--- src/include/filt_cfg_settings.svh ---
/*
 * Widths, register word indexes and field positions of the filter configuration block.
 * Field macros expand to a bit range and go straight into a part-select.
 */
`ifndef FILT_CFG_SETTINGS_SVH
`define FILT_CFG_SETTINGS_SVH

`define FILT_L2_AWIDTH      15  // Memory start address, in words
`define FILT_TRANS_SIZE     16  // Transfer length

//////////////////////////////////////////////////
// Register word indexes
//////////////////////////////////////////////////
`define FILT_REG_TX0_ADDR   5'd0
`define FILT_REG_TX0_CFG    5'd1
`define FILT_REG_TX0_LEN    5'd2
`define FILT_REG_TX1_ADDR   5'd3
`define FILT_REG_TX1_CFG    5'd4
`define FILT_REG_TX1_LEN    5'd5
`define FILT_REG_RX_ADDR    5'd6
`define FILT_REG_RX_CFG     5'd7
`define FILT_REG_RX_LEN     5'd8
`define FILT_REG_AU_CFG     5'd9
`define FILT_REG_BINCU_TH   5'd10
`define FILT_REG_FILT_MODE  5'd11
`define FILT_REG_FILT_CMD   5'd12

//////////////////////////////////////////////////
// Field positions
//////////////////////////////////////////////////
`define FILT_ADDR_BITS      (`FILT_L2_AWIDTH-1):0
`define FILT_LEN_BITS       (`FILT_TRANS_SIZE-1):0
`define FILT_CH_DSIZE       1:0
`define FILT_CH_MODE        9:8
`define FILT_AU_SIGNED      0
`define FILT_AU_BYPASS      1
`define FILT_AU_MODE        11:8
`define FILT_AU_SHIFT       20:16
`define FILT_MODE_BITS      2:0
`define FILT_CMD_START      0

`endif

--- src/hdl/filt_cfg_pkg.sv ---
/*
 * Types shared by the filter configuration block.
 * Widths follow the settings header.
 */
`include "filt_cfg_settings.svh"

package filt_cfg_pkg;

    typedef logic [31:0] cfg_word_t;    // Host bus word
    typedef logic [4:0]  cfg_addr_t;    // Register word index

    typedef logic [`FILT_L2_AWIDTH-1:0]  l2_addr_t;
    typedef logic [`FILT_TRANS_SIZE-1:0] trans_len_t;

    typedef logic [1:0]  datasize_t;    // Element size code
    typedef logic [1:0]  xfer_mode_t;
    typedef logic [3:0]  au_mode_t;     // Arithmetic op
    typedef logic [4:0]  au_shift_t;
    typedef logic [2:0]  filt_mode_t;

    // Job sequencing
    typedef enum logic [1:0] {
        JOB_IDLE,
        JOB_SAMPLE,
        JOB_BUSY
    } job_state_e;

endpackage

--- src/hdl/filt_cfg_regs.sv ---
/*
 * Staging registers of the filter configuration block.
 * Writes land on the clock edge, reads are combinational; no wait states.
 * The command register is write-only and reads as zero.
 */
`timescale 1ns/1ps
`include "filt_cfg_settings.svh"

module filt_cfg_regs (
    input  logic                                clk_i,
    input  logic                                rstn_i,

    input  filt_cfg_pkg::cfg_word_t             cfg_data_i,
    input  filt_cfg_pkg::cfg_addr_t             cfg_addr_i,
    input  logic                                cfg_valid_i,
    input  logic                                cfg_rwn_i,
    output filt_cfg_pkg::cfg_word_t             cfg_data_o,

    output logic                                cmd_start_o,

    output filt_cfg_pkg::l2_addr_t   [1:0]      tx_start_addr_o,
    output filt_cfg_pkg::datasize_t  [1:0]      tx_datasize_o,
    output filt_cfg_pkg::xfer_mode_t [1:0]      tx_mode_o,
    output filt_cfg_pkg::trans_len_t [1:0]      tx_len_o,

    output filt_cfg_pkg::l2_addr_t              rx_start_addr_o,
    output filt_cfg_pkg::datasize_t             rx_datasize_o,
    output filt_cfg_pkg::xfer_mode_t            rx_mode_o,
    output filt_cfg_pkg::trans_len_t            rx_len_o,

    output logic                                au_use_signed_o,
    output logic                                au_bypass_o,
    output filt_cfg_pkg::au_mode_t              au_mode_o,
    output filt_cfg_pkg::au_shift_t             au_shift_o,

    output filt_cfg_pkg::cfg_word_t             bincu_threshold_o,
    output filt_cfg_pkg::filt_mode_t            filter_mode_o
);

    logic wr_en;
    logic rd_en;

    assign wr_en = cfg_valid_i & ~cfg_rwn_i;
    assign rd_en = cfg_valid_i &  cfg_rwn_i;

    //////////////////////////////////////////////////
    // Write decode
    //////////////////////////////////////////////////
    always_ff @(posedge clk_i, negedge rstn_i)
    begin
        if (~rstn_i)
        begin
            cmd_start_o       <= 1'b0;
            tx_start_addr_o   <= '0;
            tx_datasize_o     <= '0;
            tx_mode_o         <= '0;
            tx_len_o          <= '0;
            rx_start_addr_o   <= '0;
            rx_datasize_o     <= '0;
            rx_mode_o         <= '0;
            rx_len_o          <= '0;
            au_use_signed_o   <= 1'b0;
            au_bypass_o       <= 1'b0;
            au_mode_o         <= '0;
            au_shift_o        <= '0;
            bincu_threshold_o <= '0;
            filter_mode_o     <= '0;
        end
        else
        begin
            // One-cycle strobe, never held
            cmd_start_o <= wr_en && (cfg_addr_i == `FILT_REG_FILT_CMD) &&
                           cfg_data_i[`FILT_CMD_START];

            if (wr_en)
            begin
                case (cfg_addr_i)
                    `FILT_REG_TX0_ADDR: tx_start_addr_o[0] <= cfg_data_i[`FILT_ADDR_BITS];
                    `FILT_REG_TX0_CFG:
                    begin
                        tx_datasize_o[0] <= cfg_data_i[`FILT_CH_DSIZE];
                        tx_mode_o[0]     <= cfg_data_i[`FILT_CH_MODE];
                    end
                    `FILT_REG_TX0_LEN:  tx_len_o[0] <= cfg_data_i[`FILT_LEN_BITS];
                    `FILT_REG_TX1_ADDR: tx_start_addr_o[1] <= cfg_data_i[`FILT_ADDR_BITS];
                    `FILT_REG_TX1_CFG:
                    begin
                        tx_datasize_o[1] <= cfg_data_i[`FILT_CH_DSIZE];
                        tx_mode_o[1]     <= cfg_data_i[`FILT_CH_MODE];
                    end
                    `FILT_REG_TX1_LEN:  tx_len_o[1] <= cfg_data_i[`FILT_LEN_BITS];
                    `FILT_REG_RX_ADDR:  rx_start_addr_o <= cfg_data_i[`FILT_ADDR_BITS];
                    `FILT_REG_RX_CFG:
                    begin
                        rx_datasize_o <= cfg_data_i[`FILT_CH_DSIZE];
                        rx_mode_o     <= cfg_data_i[`FILT_CH_MODE];
                    end
                    `FILT_REG_RX_LEN:   rx_len_o <= cfg_data_i[`FILT_LEN_BITS];
                    `FILT_REG_AU_CFG:
                    begin
                        au_use_signed_o <= cfg_data_i[`FILT_AU_SIGNED];
                        au_bypass_o     <= cfg_data_i[`FILT_AU_BYPASS];
                        au_mode_o       <= cfg_data_i[`FILT_AU_MODE];
                        au_shift_o      <= cfg_data_i[`FILT_AU_SHIFT];
                    end
                    `FILT_REG_BINCU_TH:  bincu_threshold_o <= cfg_data_i;
                    `FILT_REG_FILT_MODE: filter_mode_o <= cfg_data_i[`FILT_MODE_BITS];
                    default: ;  // Unmapped, and CMD which only strobes
                endcase
            end
        end
    end

    //////////////////////////////////////////////////
    // Readback
    //////////////////////////////////////////////////
    always_comb
    begin
        cfg_data_o = '0;
        if (rd_en)
        begin
            case (cfg_addr_i)
                `FILT_REG_TX0_ADDR: cfg_data_o[`FILT_ADDR_BITS] = tx_start_addr_o[0];
                `FILT_REG_TX0_CFG:
                begin
                    cfg_data_o[`FILT_CH_DSIZE] = tx_datasize_o[0];
                    cfg_data_o[`FILT_CH_MODE]  = tx_mode_o[0];
                end
                `FILT_REG_TX0_LEN:  cfg_data_o[`FILT_LEN_BITS] = tx_len_o[0];
                `FILT_REG_TX1_ADDR: cfg_data_o[`FILT_ADDR_BITS] = tx_start_addr_o[1];
                `FILT_REG_TX1_CFG:
                begin
                    cfg_data_o[`FILT_CH_DSIZE] = tx_datasize_o[1];
                    cfg_data_o[`FILT_CH_MODE]  = tx_mode_o[1];
                end
                `FILT_REG_TX1_LEN:  cfg_data_o[`FILT_LEN_BITS] = tx_len_o[1];
                `FILT_REG_RX_ADDR:  cfg_data_o[`FILT_ADDR_BITS] = rx_start_addr_o;
                `FILT_REG_RX_CFG:
                begin
                    cfg_data_o[`FILT_CH_DSIZE] = rx_datasize_o;
                    cfg_data_o[`FILT_CH_MODE]  = rx_mode_o;
                end
                `FILT_REG_RX_LEN:   cfg_data_o[`FILT_LEN_BITS] = rx_len_o;
                `FILT_REG_AU_CFG:
                begin
                    cfg_data_o[`FILT_AU_SIGNED] = au_use_signed_o;
                    cfg_data_o[`FILT_AU_BYPASS] = au_bypass_o;
                    cfg_data_o[`FILT_AU_MODE]   = au_mode_o;
                    cfg_data_o[`FILT_AU_SHIFT]  = au_shift_o;
                end
                `FILT_REG_BINCU_TH:  cfg_data_o = bincu_threshold_o;
                `FILT_REG_FILT_MODE: cfg_data_o[`FILT_MODE_BITS] = filter_mode_o;
                default:             cfg_data_o = '0;
            endcase
        end
    end

    // Host must present a clean index with every access
    a_addr_known: assert property (@(posedge clk_i) disable iff (!rstn_i)
        cfg_valid_i |-> !$isunknown(cfg_addr_i));

endmodule

--- src/hdl/filt_cfg_top.sv ---
/*
 * Filter configuration block: host staging registers feeding the job control.
 * filter_start_o pulses two cycles after the start command write.
 */
`timescale 1ns/1ps
`include "filt_cfg_settings.svh"

module filt_cfg_top (
    input  logic                                clk_i,
    input  logic                                rstn_i,

    input  filt_cfg_pkg::cfg_word_t             cfg_data_i,
    input  filt_cfg_pkg::cfg_addr_t             cfg_addr_i,
    input  logic                                cfg_valid_i,
    input  logic                                cfg_rwn_i,
    output filt_cfg_pkg::cfg_word_t             cfg_data_o,

    input  logic                                filter_done_i,
    output logic                                filter_start_o,

    output filt_cfg_pkg::l2_addr_t   [1:0]      tx_start_addr_o,
    output filt_cfg_pkg::datasize_t  [1:0]      tx_datasize_o,
    output filt_cfg_pkg::xfer_mode_t [1:0]      tx_mode_o,
    output filt_cfg_pkg::trans_len_t [1:0]      tx_len_o,
    output filt_cfg_pkg::l2_addr_t              rx_start_addr_o,
    output filt_cfg_pkg::datasize_t             rx_datasize_o,
    output filt_cfg_pkg::xfer_mode_t            rx_mode_o,
    output filt_cfg_pkg::trans_len_t            rx_len_o,
    output logic                                au_use_signed_o,
    output logic                                au_bypass_o,
    output filt_cfg_pkg::au_mode_t              au_mode_o,
    output filt_cfg_pkg::au_shift_t             au_shift_o,
    output filt_cfg_pkg::cfg_word_t             bincu_threshold_o,
    output filt_cfg_pkg::filt_mode_t            filter_mode_o
);

    import filt_cfg_pkg::*;

    // Staging side
    logic             cmd_start;
    l2_addr_t   [1:0] stg_tx_start_addr;
    datasize_t  [1:0] stg_tx_datasize;
    xfer_mode_t [1:0] stg_tx_mode;
    trans_len_t [1:0] stg_tx_len;
    l2_addr_t         stg_rx_start_addr;
    datasize_t        stg_rx_datasize;
    xfer_mode_t       stg_rx_mode;
    trans_len_t       stg_rx_len;
    logic             stg_au_use_signed;
    logic             stg_au_bypass;
    au_mode_t         stg_au_mode;
    au_shift_t        stg_au_shift;
    cfg_word_t        stg_bincu_threshold;
    filt_mode_t       stg_filter_mode;

    filt_cfg_regs regs0 (
        .clk_i             (clk_i),
        .rstn_i            (rstn_i),
        .cfg_data_i        (cfg_data_i),
        .cfg_addr_i        (cfg_addr_i),
        .cfg_valid_i       (cfg_valid_i),
        .cfg_rwn_i         (cfg_rwn_i),
        .cfg_data_o        (cfg_data_o),
        .cmd_start_o       (cmd_start),
        .tx_start_addr_o   (stg_tx_start_addr),
        .tx_datasize_o     (stg_tx_datasize),
        .tx_mode_o         (stg_tx_mode),
        .tx_len_o          (stg_tx_len),
        .rx_start_addr_o   (stg_rx_start_addr),
        .rx_datasize_o     (stg_rx_datasize),
        .rx_mode_o         (stg_rx_mode),
        .rx_len_o          (stg_rx_len),
        .au_use_signed_o   (stg_au_use_signed),
        .au_bypass_o       (stg_au_bypass),
        .au_mode_o         (stg_au_mode),
        .au_shift_o        (stg_au_shift),
        .bincu_threshold_o (stg_bincu_threshold),
        .filter_mode_o     (stg_filter_mode)
    );

    filt_job_ctrl job0 (
        .clk_i             (clk_i),
        .rstn_i            (rstn_i),
        .cmd_start_i       (cmd_start),
        .filter_done_i     (filter_done_i),
        .filter_start_o    (filter_start_o),
        .tx_start_addr_i   (stg_tx_start_addr),
        .tx_datasize_i     (stg_tx_datasize),
        .tx_mode_i         (stg_tx_mode),
        .tx_len_i          (stg_tx_len),
        .rx_start_addr_i   (stg_rx_start_addr),
        .rx_datasize_i     (stg_rx_datasize),
        .rx_mode_i         (stg_rx_mode),
        .rx_len_i          (stg_rx_len),
        .au_use_signed_i   (stg_au_use_signed),
        .au_bypass_i       (stg_au_bypass),
        .au_mode_i         (stg_au_mode),
        .au_shift_i        (stg_au_shift),
        .bincu_threshold_i (stg_bincu_threshold),
        .filter_mode_i     (stg_filter_mode),
        .tx_start_addr_o   (tx_start_addr_o),
        .tx_datasize_o     (tx_datasize_o),
        .tx_mode_o         (tx_mode_o),
        .tx_len_o          (tx_len_o),
        .rx_start_addr_o   (rx_start_addr_o),
        .rx_datasize_o     (rx_datasize_o),
        .rx_mode_o         (rx_mode_o),
        .rx_len_o          (rx_len_o),
        .au_use_signed_o   (au_use_signed_o),
        .au_bypass_o       (au_bypass_o),
        .au_mode_o         (au_mode_o),
        .au_shift_o        (au_shift_o),
        .bincu_threshold_o (bincu_threshold_o),
        .filter_mode_o     (filter_mode_o)
    );

endmodule

--- src/hdl/filt_job_ctrl.sv ---
/*
 * Job sequencing and committed configuration bank.
 * A start is acted on one cycle after the command strobe; one start can wait as pending.
 * The committed bank is stable for the whole of a job.
 */
`timescale 1ns/1ps

module filt_job_ctrl (
    input  logic                                clk_i,
    input  logic                                rstn_i,

    input  logic                                cmd_start_i,
    input  logic                                filter_done_i,
    output logic                                filter_start_o,

    input  filt_cfg_pkg::l2_addr_t   [1:0]      tx_start_addr_i,
    input  filt_cfg_pkg::datasize_t  [1:0]      tx_datasize_i,
    input  filt_cfg_pkg::xfer_mode_t [1:0]      tx_mode_i,
    input  filt_cfg_pkg::trans_len_t [1:0]      tx_len_i,
    input  filt_cfg_pkg::l2_addr_t              rx_start_addr_i,
    input  filt_cfg_pkg::datasize_t             rx_datasize_i,
    input  filt_cfg_pkg::xfer_mode_t            rx_mode_i,
    input  filt_cfg_pkg::trans_len_t            rx_len_i,
    input  logic                                au_use_signed_i,
    input  logic                                au_bypass_i,
    input  filt_cfg_pkg::au_mode_t              au_mode_i,
    input  filt_cfg_pkg::au_shift_t             au_shift_i,
    input  filt_cfg_pkg::cfg_word_t             bincu_threshold_i,
    input  filt_cfg_pkg::filt_mode_t            filter_mode_i,

    output filt_cfg_pkg::l2_addr_t   [1:0]      tx_start_addr_o,
    output filt_cfg_pkg::datasize_t  [1:0]      tx_datasize_o,
    output filt_cfg_pkg::xfer_mode_t [1:0]      tx_mode_o,
    output filt_cfg_pkg::trans_len_t [1:0]      tx_len_o,
    output filt_cfg_pkg::l2_addr_t              rx_start_addr_o,
    output filt_cfg_pkg::datasize_t             rx_datasize_o,
    output filt_cfg_pkg::xfer_mode_t            rx_mode_o,
    output filt_cfg_pkg::trans_len_t            rx_len_o,
    output logic                                au_use_signed_o,
    output logic                                au_bypass_o,
    output filt_cfg_pkg::au_mode_t              au_mode_o,
    output filt_cfg_pkg::au_shift_t             au_shift_o,
    output filt_cfg_pkg::cfg_word_t             bincu_threshold_o,
    output filt_cfg_pkg::filt_mode_t            filter_mode_o
);

    import filt_cfg_pkg::*;

    job_state_e state_q;
    job_state_e state_d;
    logic       start_q;    // Start request, one cycle after the strobe
    logic       pending_q;
    logic       commit;
    logic       set_pending;

    //////////////////////////////////////////////////
    // Start sequencing
    //////////////////////////////////////////////////
    always_comb
    begin
        state_d     = state_q;
        commit      = 1'b0;
        set_pending = 1'b0;
        case (state_q)
            JOB_IDLE:
            begin
                if (start_q)
                begin
                    commit  = 1'b1;
                    state_d = JOB_SAMPLE;
                end
            end
            JOB_SAMPLE:
            begin
                set_pending = start_q;
                state_d     = JOB_BUSY;
            end
            JOB_BUSY:
            begin
                if (filter_done_i && (start_q || pending_q))
                begin
                    commit  = 1'b1;     // Queued start runs right away
                    state_d = JOB_SAMPLE;
                end
                else if (filter_done_i)
                    state_d = JOB_IDLE;
                else
                    set_pending = start_q;
            end
            default: state_d = JOB_IDLE;
        endcase
    end

    assign filter_start_o = (state_q == JOB_SAMPLE);

    always_ff @(posedge clk_i, negedge rstn_i)
    begin
        if (~rstn_i)
        begin
            state_q   <= JOB_IDLE;
            start_q   <= 1'b0;
            pending_q <= 1'b0;
        end
        else
        begin
            state_q <= state_d;
            start_q <= cmd_start_i;
            if (commit)
                pending_q <= 1'b0;  // Merged starts all served by this commit
            else if (set_pending)
                pending_q <= 1'b1;
        end
    end

    //////////////////////////////////////////////////
    // Committed bank
    //////////////////////////////////////////////////
    always_ff @(posedge clk_i, negedge rstn_i)
    begin
        if (~rstn_i)
        begin
            tx_start_addr_o   <= '0;
            tx_datasize_o     <= '0;
            tx_mode_o         <= '0;
            tx_len_o          <= '0;
            rx_start_addr_o   <= '0;
            rx_datasize_o     <= '0;
            rx_mode_o         <= '0;
            rx_len_o          <= '0;
            au_use_signed_o   <= 1'b0;
            au_bypass_o       <= 1'b0;
            au_mode_o         <= '0;
            au_shift_o        <= '0;
            bincu_threshold_o <= '0;
            filter_mode_o     <= '0;
        end
        else if (commit)
        begin
            tx_start_addr_o   <= tx_start_addr_i;
            tx_datasize_o     <= tx_datasize_i;
            tx_mode_o         <= tx_mode_i;
            tx_len_o          <= tx_len_i;
            rx_start_addr_o   <= rx_start_addr_i;
            rx_datasize_o     <= rx_datasize_i;
            rx_mode_o         <= rx_mode_i;
            rx_len_o          <= rx_len_i;
            au_use_signed_o   <= au_use_signed_i;
            au_bypass_o       <= au_bypass_i;
            au_mode_o         <= au_mode_i;
            au_shift_o        <= au_shift_i;
            bincu_threshold_o <= bincu_threshold_i;
            filter_mode_o     <= filter_mode_i;
        end
    end

    a_start_single: assert property (@(posedge clk_i) disable iff (!rstn_i)
        filter_start_o |=> !filter_start_o);

    // Bank moves only together with the entry into JOB_SAMPLE
    a_bank_on_sample: assert property (@(posedge clk_i) disable iff (!rstn_i)
        $changed({tx_start_addr_o, tx_datasize_o, tx_mode_o, tx_len_o,
                  rx_start_addr_o, rx_datasize_o, rx_mode_o, rx_len_o,
                  au_use_signed_o, au_bypass_o, au_mode_o, au_shift_o,
                  bincu_threshold_o, filter_mode_o})
        |-> (state_q == JOB_SAMPLE));

endmodule

--- config.mk ---
export PLATFORM = sky130hd
export DESIGN_NAME = filt_cfg_top
export DESIGN_NICKNAME = d
export VERILOG_FILES = /design/src/hdl/filt_cfg_pkg.sv /design/src/hdl/filt_cfg_regs.sv /design/src/hdl/filt_cfg_top.sv /design/src/hdl/filt_job_ctrl.sv
export VERILOG_INCLUDE_DIRS = /design/src /design/src/include
export SDC_FILE = /design/constraint.sdc
export NUM_CORES = 1
export LEC_CHECK = 0
export BUFFER_PORTS_ARGS = -buffer_cell sky130_fd_sc_hd__buf_4
export CORE_ASPECT_RATIO = 0.75
export CORE_UTILIZATION = 55
export CTS_CLUSTER_DIAMETER = 80
export DETAILED_ROUTE_END_ITERATION = 6
export GPL_TIMING_DRIVEN = 1
export PLACE_DENSITY = 0.79
export SETUP_SLACK_MARGIN = 0.02
export SYNTH_ARGS = -nofsm -noshare
export SYNTH_HDL_FRONTEND = slang
export SYNTH_SLANG_ARGS = --single-unit
--- constraint.sdc ---
create_clock -name clk_i -period 2.6 [get_ports clk_i]
set_input_delay 0.13 -clock clk_i [delete_from_list [all_inputs] [get_ports clk_i]]
set_output_delay 0.13 -clock clk_i [all_outputs]
set_load 0.02 [all_outputs]
==> Yosys cells after proc, flatten, opt, wreduce, memory -nomap -nowiden <==
Index checks and enable logic that the tools add are counted.
{ "op_classes": {"eq_ne": 16, "n_mux": 22, "n_bitwise": 3, "n_reduce_logical": 20} }
{ "ops": {"columns": ["cell", "count"], "rows": [
  ["5-bit case mux with 7 select lines", 1],
  ["32-bit 2-to-1 mux", 1],
  ["2-bit AND reduction", 13],
  ["5-bit by 4-bit equality test with 1-bit output, second input constant", 5],
  ["2-bit case mux with 12 select lines", 1],
  ["2-bit case mux with 11 select lines", 1],
  ["3-bit case mux with 7 select lines", 1],
  ["5-bit by 3-bit equality test with 1-bit output, second input constant", 4],
  ["2-bit case mux with 8 select lines", 1],
  ["11-bit 2-to-1 mux", 1],
  ["5-bit by 2-bit equality test with 1-bit output, second input constant", 2],
  ["5-bit case mux with 2 select lines", 1],
  ["1-bit case mux with 8 select lines", 1],
  ["1-bit 2-to-1 mux", 6],
  ["2-bit 2-to-1 mux", 3],
  ["2-bit case mux with 3 select lines", 1],
  ["5-bit by 1-bit equality test with 1-bit output, second input constant", 1],
  ["5-bit zero test", 1],
  ["1-bit case mux with 2 select lines", 2],
  ["1-bit case mux with 4 select lines", 1],
  ["1-bit logical AND", 3],
  ["3-bit by 2-bit != test with 1-bit output, second input constant", 1],
  ["1-bit bitwise AND", 2],
  ["2-bit by 1-bit equality test with 1-bit output, second input constant", 1],
  ["6 further kinds", 6]
]} }
{ "totals": {"reg_bits": 307, "input_bits": 42, "output_inout_bits": 184, "elab_cells": 101} }

==> Longest topological paths before layout <==
Gate-level depths: netlist of the first run.
{ "logic_depth": {"ltp_word": 6, "depth_mapped": 7, "ltp_nobuf": 6} }

==> Cells and area by module <==
A second synthesis of the first run with hierarchy kept.
{ "unflattened": {"cells_unflattened": 847, "hier_area_um2": 13284.0} }
{ "modules_own_cells": {"columns": ["module", "n_inst", "cells_each", "area_per_inst_um2", "seq_area_each_um2"], "rows": [
  ["filt_cfg_regs", 1, 504, 7111.8, 3803.6],
  ["filt_job_ctrl", 1, 343, 6172.2, 3878.7]
]} }

==> Least setup slack after synthesis of the first run <==
OpenSTA, ideal clock, no wires.
{ "synth_timing": {"path_kind": "reg-to-reg", "start": "register job0.state_q[0]", "end": "register job0.au_mode_o[0]", "setup_ns": 0.125, "arrival_time_ns": 1.886, "required_ns": 2.475, "setup_slack_ns": 0.589, "stages_incl_launch_ff": 8, "path_buffers": 2, "period_less_slack_ns": 2.011, "cell_sequence": "dfrtp_1 inv_1 ha_1 inv_1 o21ai_1 clkbuf_1 buf_2 mux2_2"} }
{ "synth_via": {"elab_chain_len": 2, "word_cells_on_any_way": 3, "cone_classes": "eq/ne: 1; mux: 1; reduce/logical: 1"} }
{ "synth_rtl": {"columns": ["element", "line_no", "rtl"], "rows": [
  ["from (decl)", "filt_job_ctrl.sv:49", "job_state_e state_q;"],
  ["from (signal assigned)", "filt_job_ctrl.sv:106", "state_q <= state_d;"],
  ["2-bit equality test / 2-bit zero test (equally long branches)", "filt_job_ctrl.sv:64", "case (state_q)"],
  ["1-bit case mux with 2 select lines (*)", "filt_job_ctrl.sv:64", null],
  ["to (signal assigned)", "filt_job_ctrl.sv:149", "au_mode_o <= au_mode_i;"],
  ["to (decl)", "filt_job_ctrl.sv:41", "output filt_cfg_pkg::au_mode_t au_mode_o,"]
]} }
Every way passes the cells marked *; elsewhere a longest branch is shown, timed or not.
A chain may end at the register's enable or synchronous reset.

==> Worst setup path after layout of the first run <==
{ "layout_timing": {"start": "register regs0.au_use_signed_o", "end": "output cfg_data_o[0]"} }
{ "layout_via": {"elab_chain_len": 2} }
{ "layout_rtl": {"columns": ["element", "line_no", "rtl"], "rows": [
  ["from (decl)", "filt_cfg_regs.sv:31", "output logic au_use_signed_o,"],
  ["from (signal assigned)", "filt_cfg_regs.sv:101", "au_use_signed_o <= cfg_data_i[`FILT_AU_SIGNED];"],
  ["2-bit case mux with 12 select lines", "filt_cfg_regs.sv:122", "case (cfg_addr_i)"],
  ["32-bit 2-to-1 mux", "filt_cfg_regs.sv:120", "if (rd_en)"],
  ["to (decl)", "filt_cfg_top.sv:16", "output filt_cfg_pkg::cfg_word_t cfg_data_o,"]
]} }
No other way between the ends.

==> results of run 1 <==
==> worst paths after layout <==
kind                       slack, ns                              start  cells after the start                            end
setup / recovery                0.06  regs0.au_use_signed_o$_DFFE_PN0P_                      6                  cfg_data_o[0]
hold / removal                  0.03                      filter_done_i                      4     job0.pending_q$_DFFE_PN0P_
setup reg to reg                0.55        job0.state_q[0]$_DFFE_PN0P_                      6   job0.rx_len_o[4]$_DFFE_PN0P_
hold reg to reg                 0.36        regs0.cmd_start_o$_DFF_PN0_                      0         job0.start_q$_DFF_PN0_
max in group asynchronous       1.51                             rstn_i                      3  job0.tx_len_o[30]$_DFFE_PN0P_
min in group asynchronous       0.18                             rstn_i                      2    job0.state_q[1]$_DFFE_PN0P_
==> stage by stage <==
step                cells  worst slack (ns)   util  hold WS, ns
finish               1435            0.0592  0.720       0.0329
global route         1435            0.0371  0.720       0.0589
CTS                  1435            0.0948  0.720       0.0302
detailed placement   1348             0.285  0.663        0.168
global placement     1348             0.349  0.663        0.170
floorplan             856             0.589      -       -0.166
==> cell usage after synthesis, types with 2 or more instances <==
cell,instances,area [µm²]
a211oi_1,2,15.0
a21boi_0,2,15.0
a21oi_1,11,55.1
a221oi_1,10,87.6
a222oi_1,9,90.1
a22o_1,8,70.1
a22oi_1,23,173
a31oi_1,11,68.8
and2_1,12,75.1
and3_1,6,37.5
buf_2,26,130
buf_4,2,15.0
buf_6,3,33.8
clkbuf_1,20,75.1
dfrtp_1,307,7680
ha_1,4,50.1
inv_1,8,30.0
mux2_2,293,3300
mux2_4,10,150
mux2i_1,7,70.1
nand2_1,10,37.5
nand2_2,6,37.5
nand2b_1,3,18.8
nand3_1,4,20.0
nor2_1,7,26.3
nor2_4,3,33.8
nor2b_1,5,31.3
nor3_1,7,35.0
nor3_4,2,32.5
nor3b_1,2,15.0
nor4_1,2,12.5
o211ai_1,2,15.0
o21ai_0,6,30.0
o21ai_1,2,10.0
o32ai_1,3,26.3
==> tightest hold or removal path: stages <==
cell and delay [ns]:
buf_4 0.08, nor2b_1 0.08, o211ai_1 0.16, a21oi_1 0.07
==> power by group through the flow <==
| stage | clock network, mW | registers (mW) | logic (mW) |
|---|---|---|---|
| after floorplan | 0 | 5.59 | 0.554 |
| final | 4.12 | 5.56 | 1.15 |
| after global placement | 0 | 5.62 | 1.08 |
| after CTS | 4.18 | 5.55 | 1.16 |
| after global routing | 4.36 | 5.60 | 1.25 |
| after detailed placement | 0 | 5.63 | 1.11 |
==> area by class of cell <==
cell class / count / area share
Multi-Input combinational cell: 489 / 0.298
Timing Repair Buffer: 285 / 0.143
Inverter: 8 / 0.00186
Clock inverter: 7 / 0.00287
Clock buffer: 45 / 0.0555
Sequential cell: 307 / 0.476
Tap cell: 294 / 0.0228
==> flip-flops by register name (all words and copies together), names as in the netlist, 5 cells and up <==
name / count
regs0.rx_start_addr_o: 15
regs0.tx_start_addr_o: 30
regs0.rx_len_o: 16
job0.au_shift_o: 5
job0.tx_len_o: 32
regs0.bincu_threshold_o: 32
regs0.au_shift_o: 5
job0.rx_len_o: 16
regs0.tx_len_o: 32
job0.bincu_threshold_o: 32
job0.tx_start_addr_o: 30
job0.rx_start_addr_o: 15
==> layer usage <==
layer | global-route usage | up-vias | share of wire
met4 | 0.0551 | 0 | 0.016
met3 | 0.0533 | 39 | 0.074
met5 | 0 | - | 0
met2 | 0.412 | 335 | 0.45
li1 | - | 3702 | -
met1 | 0.423 | 4370 | 0.46
==> cell families (layout without fill, tap and decap cells) <==
logic type	after synthesis	in the layout
adders and majority gates	4	4
buffers and inverters	60	345
and+or+nand+nor	78	78
AOI/OAI and AO/OA	96	96
muxes	311	311
DFF	307	307
==> what timing repair did <==
action	in CTS	in global routing
hold buffers	35	0
endpoints found under the hold margin	228	0
setup endpoints to repair	1	0
gates resized for setup	1	0
==> results.md, run 1 <==
* Seq. cell area at roughly 0.0077 mm²
* Setup bufs post-CTS at 0
* Power share of the sequential group at 0.513
* Ys Warns at 0
* # diodes at 0
* DRT iter0 DRCs at between 500 and 600
* Clk sink count at 307
* Mux cell area share after synthesis at 0.277
* Routed wire length at between 30000 and 40000 µm
* Tcrit/Tclk final at 0.977
* Final setup viols at 0
* Post-route minimum period at roughly 2.5 ns
* Netlist cell types at 53
* DRC at 0
* Placed instance area at 0.0148 mm²
* DRT Pass-1 Iters at 6
* P_sw at about 2.7 mW
* Worst Setup End Kind: output pin
* WP data arrival at about 2.4 ns
* Rel. slew slack at 0.257
* Clk slew on worst S/H paths at about 0.060 ns
* DP HPWL at about 22000 µm
* Crit path max-delay family: compound AO/OA/AOI/OAI gates
* Via total after detailed routing at roughly 8400
* CTS Buf Count at 29
* Htree depth at 1
* IO Pins at 226
* WP buf/inv at 1
* Antenna violations before repair at 0
* Routed Antenna Nets at 0
* Pleak at ~8 nW
* Synth Area in Compound Gates at 0.0561
* Worst-Margin Slew at approximately 1.1 ns
* FMAX at ~390 MHz
* Main flop type after synthesis: dfrtp_1
* Setup TNS at 0 ns
* # Max-Cap Violations at 0
* CP required at about 2.5 ns
* Clk_skew at about 0.0095 ns
* Multi-input gate area at around 0.0048 mm²
* Crit path cell chain: mux2_2 -> a21oi_1 -> nor2_1 -> a2111oi_1 -> a21oi_1 -> buf_4
* Commonest non-fill, non-tap cells in the layout: 307 x dfrtp_1, 293 x mux2_2, 243 x buf_4
* Starting Density at 0.570
* Height of the die at 134 µm
* Critical path class: reg2out
* #FFs+latches synth at between 300 and 400
* Seq/Total Area, Yosys at 0.602
* FFs w/ async S/R, synth at 1.00
* Clk_lat worst skew at roughly 0.54 ns
* Post-synthesis adder-cell area fraction at 0.00392
* GPL Wtd Cong at 0.885
* Largest family of logic cells by synthesized area: multiplexers
* Gr usage total at 0.276
* Clock share of power at 0.380
* Crit path top cell by count: a21oi_1
* Number of flops mapped to enable cells by yosys at 0
* Pin count of the biggest net entering global routing at 83
* CP max-delay cell: a2111oi_1
* Startpoint types: flop
* Sw Share at 0.247
* RSZ-0062 raised after global routing: false
* Synth Instances at roughly 860
* Post-Syn Nets at roughly 900
* Vias in the first global route at between 8000 and 9000
* Mean Syn Cell Area at approximately 15 µm²
* Final hold viol count at 0
* P per Cell Area at 670 mW/mm²
* Crit Path Max Fanout at 3
* Status: finished, final reports clean
* Tot Pwr at 10.8 mW
* FILL cells at approximately 1500
* Clk root buf: clkbuf_16
* GRT Residual Overflow at 0
* Peak VDD IR at 0.507 mV
* CTS tree: yes
* Layout cell share with drive strength beyond 1 at 0.543
* Commonest non-fill, non-tap cell in the layout: dfrtp_1
* Syn-to-layout area delta at 26.4%
* Worst hold-check path type: in2reg
* CORE AREA at 0.0224 mm²
* Syn Std Cell Area at 0.0128 mm²
* P_int at 8.14 mW
* CTS Buffer Depth at 3
* Die ar. at between 0.02 and 0.025 mm²
* Vias per cell at slightly below 6
* Slew Limit Fails at 0
* I/O Buffers at between 200 and 250
* CP max stage delay at 0.53 ns
* First-pass GRT wire length at 50100 µm
* Simple logic cell fraction of the synthesized area at 0.0382
* Nets at about 1200
* Gate power share at 0.106
* Avg WL per Cell at 22.6 µm
* Post-synthesis xor/xnor area fraction at 0
* Final instance area at roughly 0.016 mm²
* Die X at between 150 and 200 µm
* Row count at 47
Note: power is estimated with default switching activity, not from simulation.
==> run 2, diff against run 1 <==
--- a/config.mk
+++ b/config.mk
@@ -6,7 +6,7 @@
 export SDC_FILE = /design/constraint.sdc
 export NUM_CORES = 1
 export LEC_CHECK = 0
-export BUFFER_PORTS_ARGS = -buffer_cell sky130_fd_sc_hd__buf_4
+export BUFFER_PORTS_ARGS = -buffer_cell sky130_fd_sc_hd__buf_2
 export CORE_ASPECT_RATIO = 0.75
 export CORE_UTILIZATION = 55
 export CTS_CLUSTER_DIAMETER = 80
==> run 2 against run 1 <==
  * Clock-buffer cell count down 4
  * Final area is 3.2% lower
  * Clock skew grew 0.0055 ns
  * Non-clock buffer count increased by 11
  * Worst setup slack gained 0.052 ns
  * Total power decreased by 1.2%
  * Largest power group unchanged
  * Combinational power fell by 6%
  * Highest routed layer unchanged
==> results.md, run 2 (same netlist as run 1, synthesis figures left out) <==
* Status: finished, final reports clean
* Nets at ~1200
* Tcrit/Tclk final at 0.957
* Min-Delay Endpoint: regs0.rx_len_o[9]$_DFFE_PN0P_
* Final setup viols at 0
* Worst Setup End Kind: output pin
* Pleak at about 8.2 nW
* CORE AREA at around 0.022 mm²
* Vias per cell at between 5 and 6
* Post-route minimum period at 2.49 ns
* Setup TNS at 0 ns
* Pre-CTS setup slack at approximately 0.43 ns
* Crit Path Max Fanout at 3
* Reg2Reg Setup Slack at 0.54 ns
* CTS Buf Count at 30
* Starting Density at 0.570
* Final hold viol count at 0
* Placed instance area at approximately 0.014 mm²
* Setup WS post-layout at around 0.11 ns
* Clk slew on worst S/H paths at 0.06 ns
* R2R depth at 7
* Vias in the first global route at between 8000 and 9000
* CTS Buffer Depth at 3
* Hold Crit Start: cfg_data_i[9]
* # Max-Cap Violations at 0
* CP required at 2.47 ns
* Hold depth at 2
* P per Cell Area at 685 mW/mm²
* Fin cells at between 1000 and 1500
* Clk_lat worst skew at ~0.55 ns
* DRT iter0 DRCs at between 600 and 700
* DRT Pass-1 Iters at 7
* Clk root buf: clkbuf_16
* I/O Buffers at 225
* Routed Antenna Nets at 0
* Busiest grt layer: met2
* Final core occ at 0.697
* Antenna violations before repair at 0
* Die X at about 180 µm
* Height of the die at roughly 130 µm
* DRC at 0
* IO Pins at around 230
* Die ar. at 0.0238 mm²
* Rel. slew slack at 0.318
* Clk_skew at ~0.015 ns
* Reg2reg end: job0.tx_len_o[24]$_DFFE_PN0P_
* Grt met2 use at 0.410
* Gr usage total at 0.272
* Htree depth at 1
* Final instance area at between 0.015 and 0.02 mm²
* Reg2reg start: job0.state_q[0]$_DFFE_PN0P_
* Worst hold-check path type: in2reg
* Layout cell share with drive strength beyond 1 at 0.550
* Clk sink count at roughly 310
* Peak VDD IR at ~0.58 mV
* First-pass GRT wire length at about 50000 µm
* Slew Limit Fails at 0
* Critical path class: reg2out
* Commonest non-fill, non-tap cells in the layout: 307 x dfrtp_1, 293 x mux2_2, 224 x buf_2
* Worst-Margin Slew at roughly 1 ns
* Startpoint types: flop
* Via total after detailed routing at 8427
* WP data arrival at 2.36 ns
* Post-Place Cells at ~1400
* Commonest non-fill, non-tap cell in the layout: dfrtp_1
* Routed wire length at approximately 32000 µm
* Pin count of the biggest net entering global routing at between 100 and 150
* GPL Wtd Cong at 0.913
* DP HPWL at 21600 µm
* CTS tree: yes
* Routing usage on met3 at 0.0584
* RSZ-0062 raised after global routing: false
* Avg WL per Cell at roughly 22 µm
* Syn-to-layout area delta at 22.3%
* FMAX at about 400 MHz
* Row count at 47
* GRT Residual Overflow at 0
* Met1 Track Usage GR at 0.405
## run 2: area by class of cell
type	instances	area [µm²]
flip-flops and latches	307	7680
fillers	1559	6790
multi-input cells	489	4810
repair buffers	296	1810
clock buffers	41	873
well taps	294	368
clock inverters	8	43.8
inverters	8	30.0
diodes	2	5.00
## run 2: worst max path at each step
stage                                       startpoint                             to  slack (ns)  cells after the start
floorplan                  job0.state_q[0]$_DFFE_PN0P_  job0.au_mode_o[0]$_DFFE_PN0P_        0.59                      7
global placement                         cfg_addr_i[1]                  cfg_data_o[7]        0.44                      9
detailed placement                       cfg_addr_i[1]                  cfg_data_o[7]        0.43                      9
CTS                  regs0.au_use_signed_o$_DFFE_PN0P_                  cfg_data_o[0]        0.16                      6
global route        regs0.filter_mode_o[0]$_DFFE_PN0P_                  cfg_data_o[0]        0.07                      6
finish              regs0.filter_mode_o[0]$_DFFE_PN0P_                  cfg_data_o[0]        0.11                      6
## run 2: worst max-delay path, stage by stage, from the launching register on
cell and delay (ns):
dfrtp_1 0.41, mux2_2 0.27, a21oi_1 0.23, nor2_1 0.07
a2111oi_0 0.50, a21oi_1 0.14, buf_2 0.19
## run 2: metrics by stage
step | hold slack (ns) | power (mW)
floorplan | -0.166 | 6.14
global placement | 0.227 | 6.61
detailed placement | 0.232 | 6.66
CTS | 0.0113 | 10.8
global route | 0.0400 | 11.1
finish | 0.0359 | 10.7
## run 2: layer usage
layer,vias up,wire length [µm]
met5,-,0
met4,0,552
met3,46,2660
met2,326,14300
met1,4349,14300
li1,3706,-
## run 2: power breakdown
group	switching [mW]	internal (mW)
clock	1.75	2.32
combinational	0.558	0.524
sequential	0.351	5.19
total	2.66	8.03
## run 2: timing repair
item / CTS / global route
hold buffers: 31 / 0
setup buffers: 0 / 0
resized for setup: 0 / 0
hold endpoints to repair: 197 / 0
endpoints found under the setup margin: 0 / 0
==> run 3, diff against run 2 <==
--- a/config.mk
+++ b/config.mk
@@ -8,6 +8,7 @@
 export LEC_CHECK = 0
 export BUFFER_PORTS_ARGS = -buffer_cell sky130_fd_sc_hd__buf_2
 export CORE_ASPECT_RATIO = 0.75
+export CORE_MARGIN = 2
 export CORE_UTILIZATION = 55
 export CTS_CLUSTER_DIAMETER = 80
 export DETAILED_ROUTE_END_ITERATION = 6
==> run 3 against run 2 <==
  * First-iteration DRC count fell by 1.2%
  * Maximum frequency fell by 1.7%
  * Cell count rose by 0.28%
  * Sequential cell count did not move
  * Clock-buffer cell count fell by 3
  * Clock skew fell by 0.0022 ns
  * Worst setup slack got worse by 0.044 ns
  * Register-to-register slack got worse by 0.10 ns
  * Largest cell class unchanged
==> results.md, run 3 (same netlist as run 1, synthesis figures left out) <==
* Die X at ~180 µm
* Routed wire length at around 33000 µm
* Setup WS post-layout at roughly 0.067 ns
* Routed Antenna Nets at 0
* First-pass GRT wire length at 51900 µm
* Worst hold-check path type: in2reg
* CP required at ~2.5 ns
* GPL Wtd Cong at approximately 0.86
* P per Cell Area at about 700 mW/mm²
* Peak VDD IR at 0.535 mV
* RSZ-0062 raised after global routing: false
* Die ar. at 0.0245 mm²
* DRT iter0 DRCs at slightly below 700
* Clk sink count at around 300
* CTS Buf Count at 29
* Syn-to-layout area delta at 23.5%
* Post-route minimum period at roughly 2.5 ns
* IO Pins at roughly 230
* I/O Buffers at roughly 230
* CORE AREA at around 0.023 mm²
* Final setup viols at 0
* CTS Buffer Depth at 3
* FMAX at 395 MHz
* CTS tree: yes
* Clk_skew at between 0.01 and 0.015 ns
* Setup TNS at 0 ns
* Worst-Margin Slew at about 1.1 ns
* Final core occ at 0.689
* Startpoint types: flop
* Setup bufs post-CTS at 0
* Pin count of the biggest net entering global routing at 88
* Pre-CTS setup slack at 0.255 ns
* Worst Setup End Kind: output pin
* Pleak at 8.22 nW
* Met1 Track Usage GR at 0.402
* Layout cell share with drive strength beyond 1 at 0.550
* Vias in the first global route at a little under 9000
* DRC at 0
* DRT Pass-1 Iters at 5
* Via total after detailed routing at 8504
* Routing usage on met3 at 0.0643
* Commonest non-fill, non-tap cell in the layout: dfrtp_1
* Avg WL per Cell at approximately 23 µm
* Busiest grt layer: met2
* Critical path class: reg2out
* Gr usage total at 0.271
* Crit Path Max Fanout at 3
* GRT Residual Overflow at 0
* Height of the die at around 140 µm
* Nets at roughly 1200
* Slew Limit Fails at 0
* Clk slew on worst S/H paths at 0.07 ns
* Final hold viol count at 0
* # Max-Cap Violations at 0
* Rel. slew slack at 0.269
* Vias per cell at ~6
* Tcrit/Tclk final at 0.974
* DP HPWL at between 20000 and 25000 µm
* Clk_lat worst skew at roughly 0.55 ns
* Starting Density at 0.558
* Antenna violations before repair at 1
* Status: finished, final reports clean
* Commonest non-fill, non-tap cells in the layout: 307 x dfrtp_1, 293 x mux2_2, 224 x buf_2
* Clk root buf: clkbuf_16
* WP data arrival at around 2.4 ns
* Grt met2 use at 0.414
* Row count at 48
* Htree depth at 1
[run 3: changes by cell type in the layout (fill, tap and decap cells not counted), sizes merged]
| cell | change |
|---|---|
| clkinvlp | +5 |
| buf | -8 |
| clkinv | -3 |
| bufinv | +5 |
| clkbuf | -3 |
| dlygate4sd3 | +1 |
| inv | +1 |
[run 3: what timing repair did]
item                                    CTS  global route
endpoints found under the setup margin    1             0
hold buffers                             32             0
hold endpoints to repair                189             0
gates resized for setup                   1             0
[run 3: stage by stage]
step | instance area (µm²) | instances | total power, mW | hold WS, ns
3_5_place_dp | 14400 | 1361 | 6.67 | 0.201
2_1_floorplan | 12800 | 856 | 6.14 | -0.166
6_report | 15800 | 1449 | 11.3 | 0.0318
3_3_place_gp | 14400 | 1361 | 6.62 | 0.195
4_1_cts | 15800 | 1447 | 11.3 | 0.0205
5_1_grt | 15800 | 1448 | 11.7 | 0.0290
[run 3: layout make-up]
class,count,area [µm²]
inverter,8,30.0
antenna,2,5.00
clock buffer,38,830
tap,300,375
fill,1606,7110
sequential,307,7680
clock inverter,16,231
multi-input combinational,489,4810
timing repair buffer,289,1810
[run 3: per-layer routing]
layer / vias to the layer above / share of wire
li1: 3687 / -
met5: - / 0
met2: 374 / 0.45
met4: 0 / 0.013
met1: 4412 / 0.45
met3: 31 / 0.088
[run 3: worst max-delay path, stage by stage, from the launching register on]
cell       delay, ns
dfrtp_1         0.41
mux2_2          0.27
a21oi_1         0.24
nor2_1          0.08
a2111oi_1       0.54
a21oi_1         0.14
buf_2           0.19
[run 3: final timing paths]
check	from	endpoint	slack, ns	cells after the start
max	regs0.filter_mode_o[0]$_DFFE_PN0P_	cfg_data_o[0]	0.07	6
min reg2reg	regs0.cmd_start_o$_DFF_PN0_	job0.start_q$_DFF_PN0_	0.36	0
max in group asynchronous	rstn_i	job0.rx_start_addr_o[7]$_DFFE_PN0P_	1.62	3
min	cfg_data_i[9]	regs0.rx_mode_o[1]$_DFFE_PN0P_	0.03	2
min in group asynchronous	rstn_i	job0.state_q[0]$_DFFE_PN0P_	0.19	2
max reg2reg	job0.state_q[0]$_DFFE_PN0P_	job0.rx_start_addr_o[1]$_DFFE_PN0P_	0.44	6
[run 3: report_power, final]
group	switching [mW]	internal [mW]	total, mW
logic	0.562	0.524	1.09
clock network	1.87	2.76	4.63
registers	0.358	5.19	5.55
total	2.79	8.47	11.3
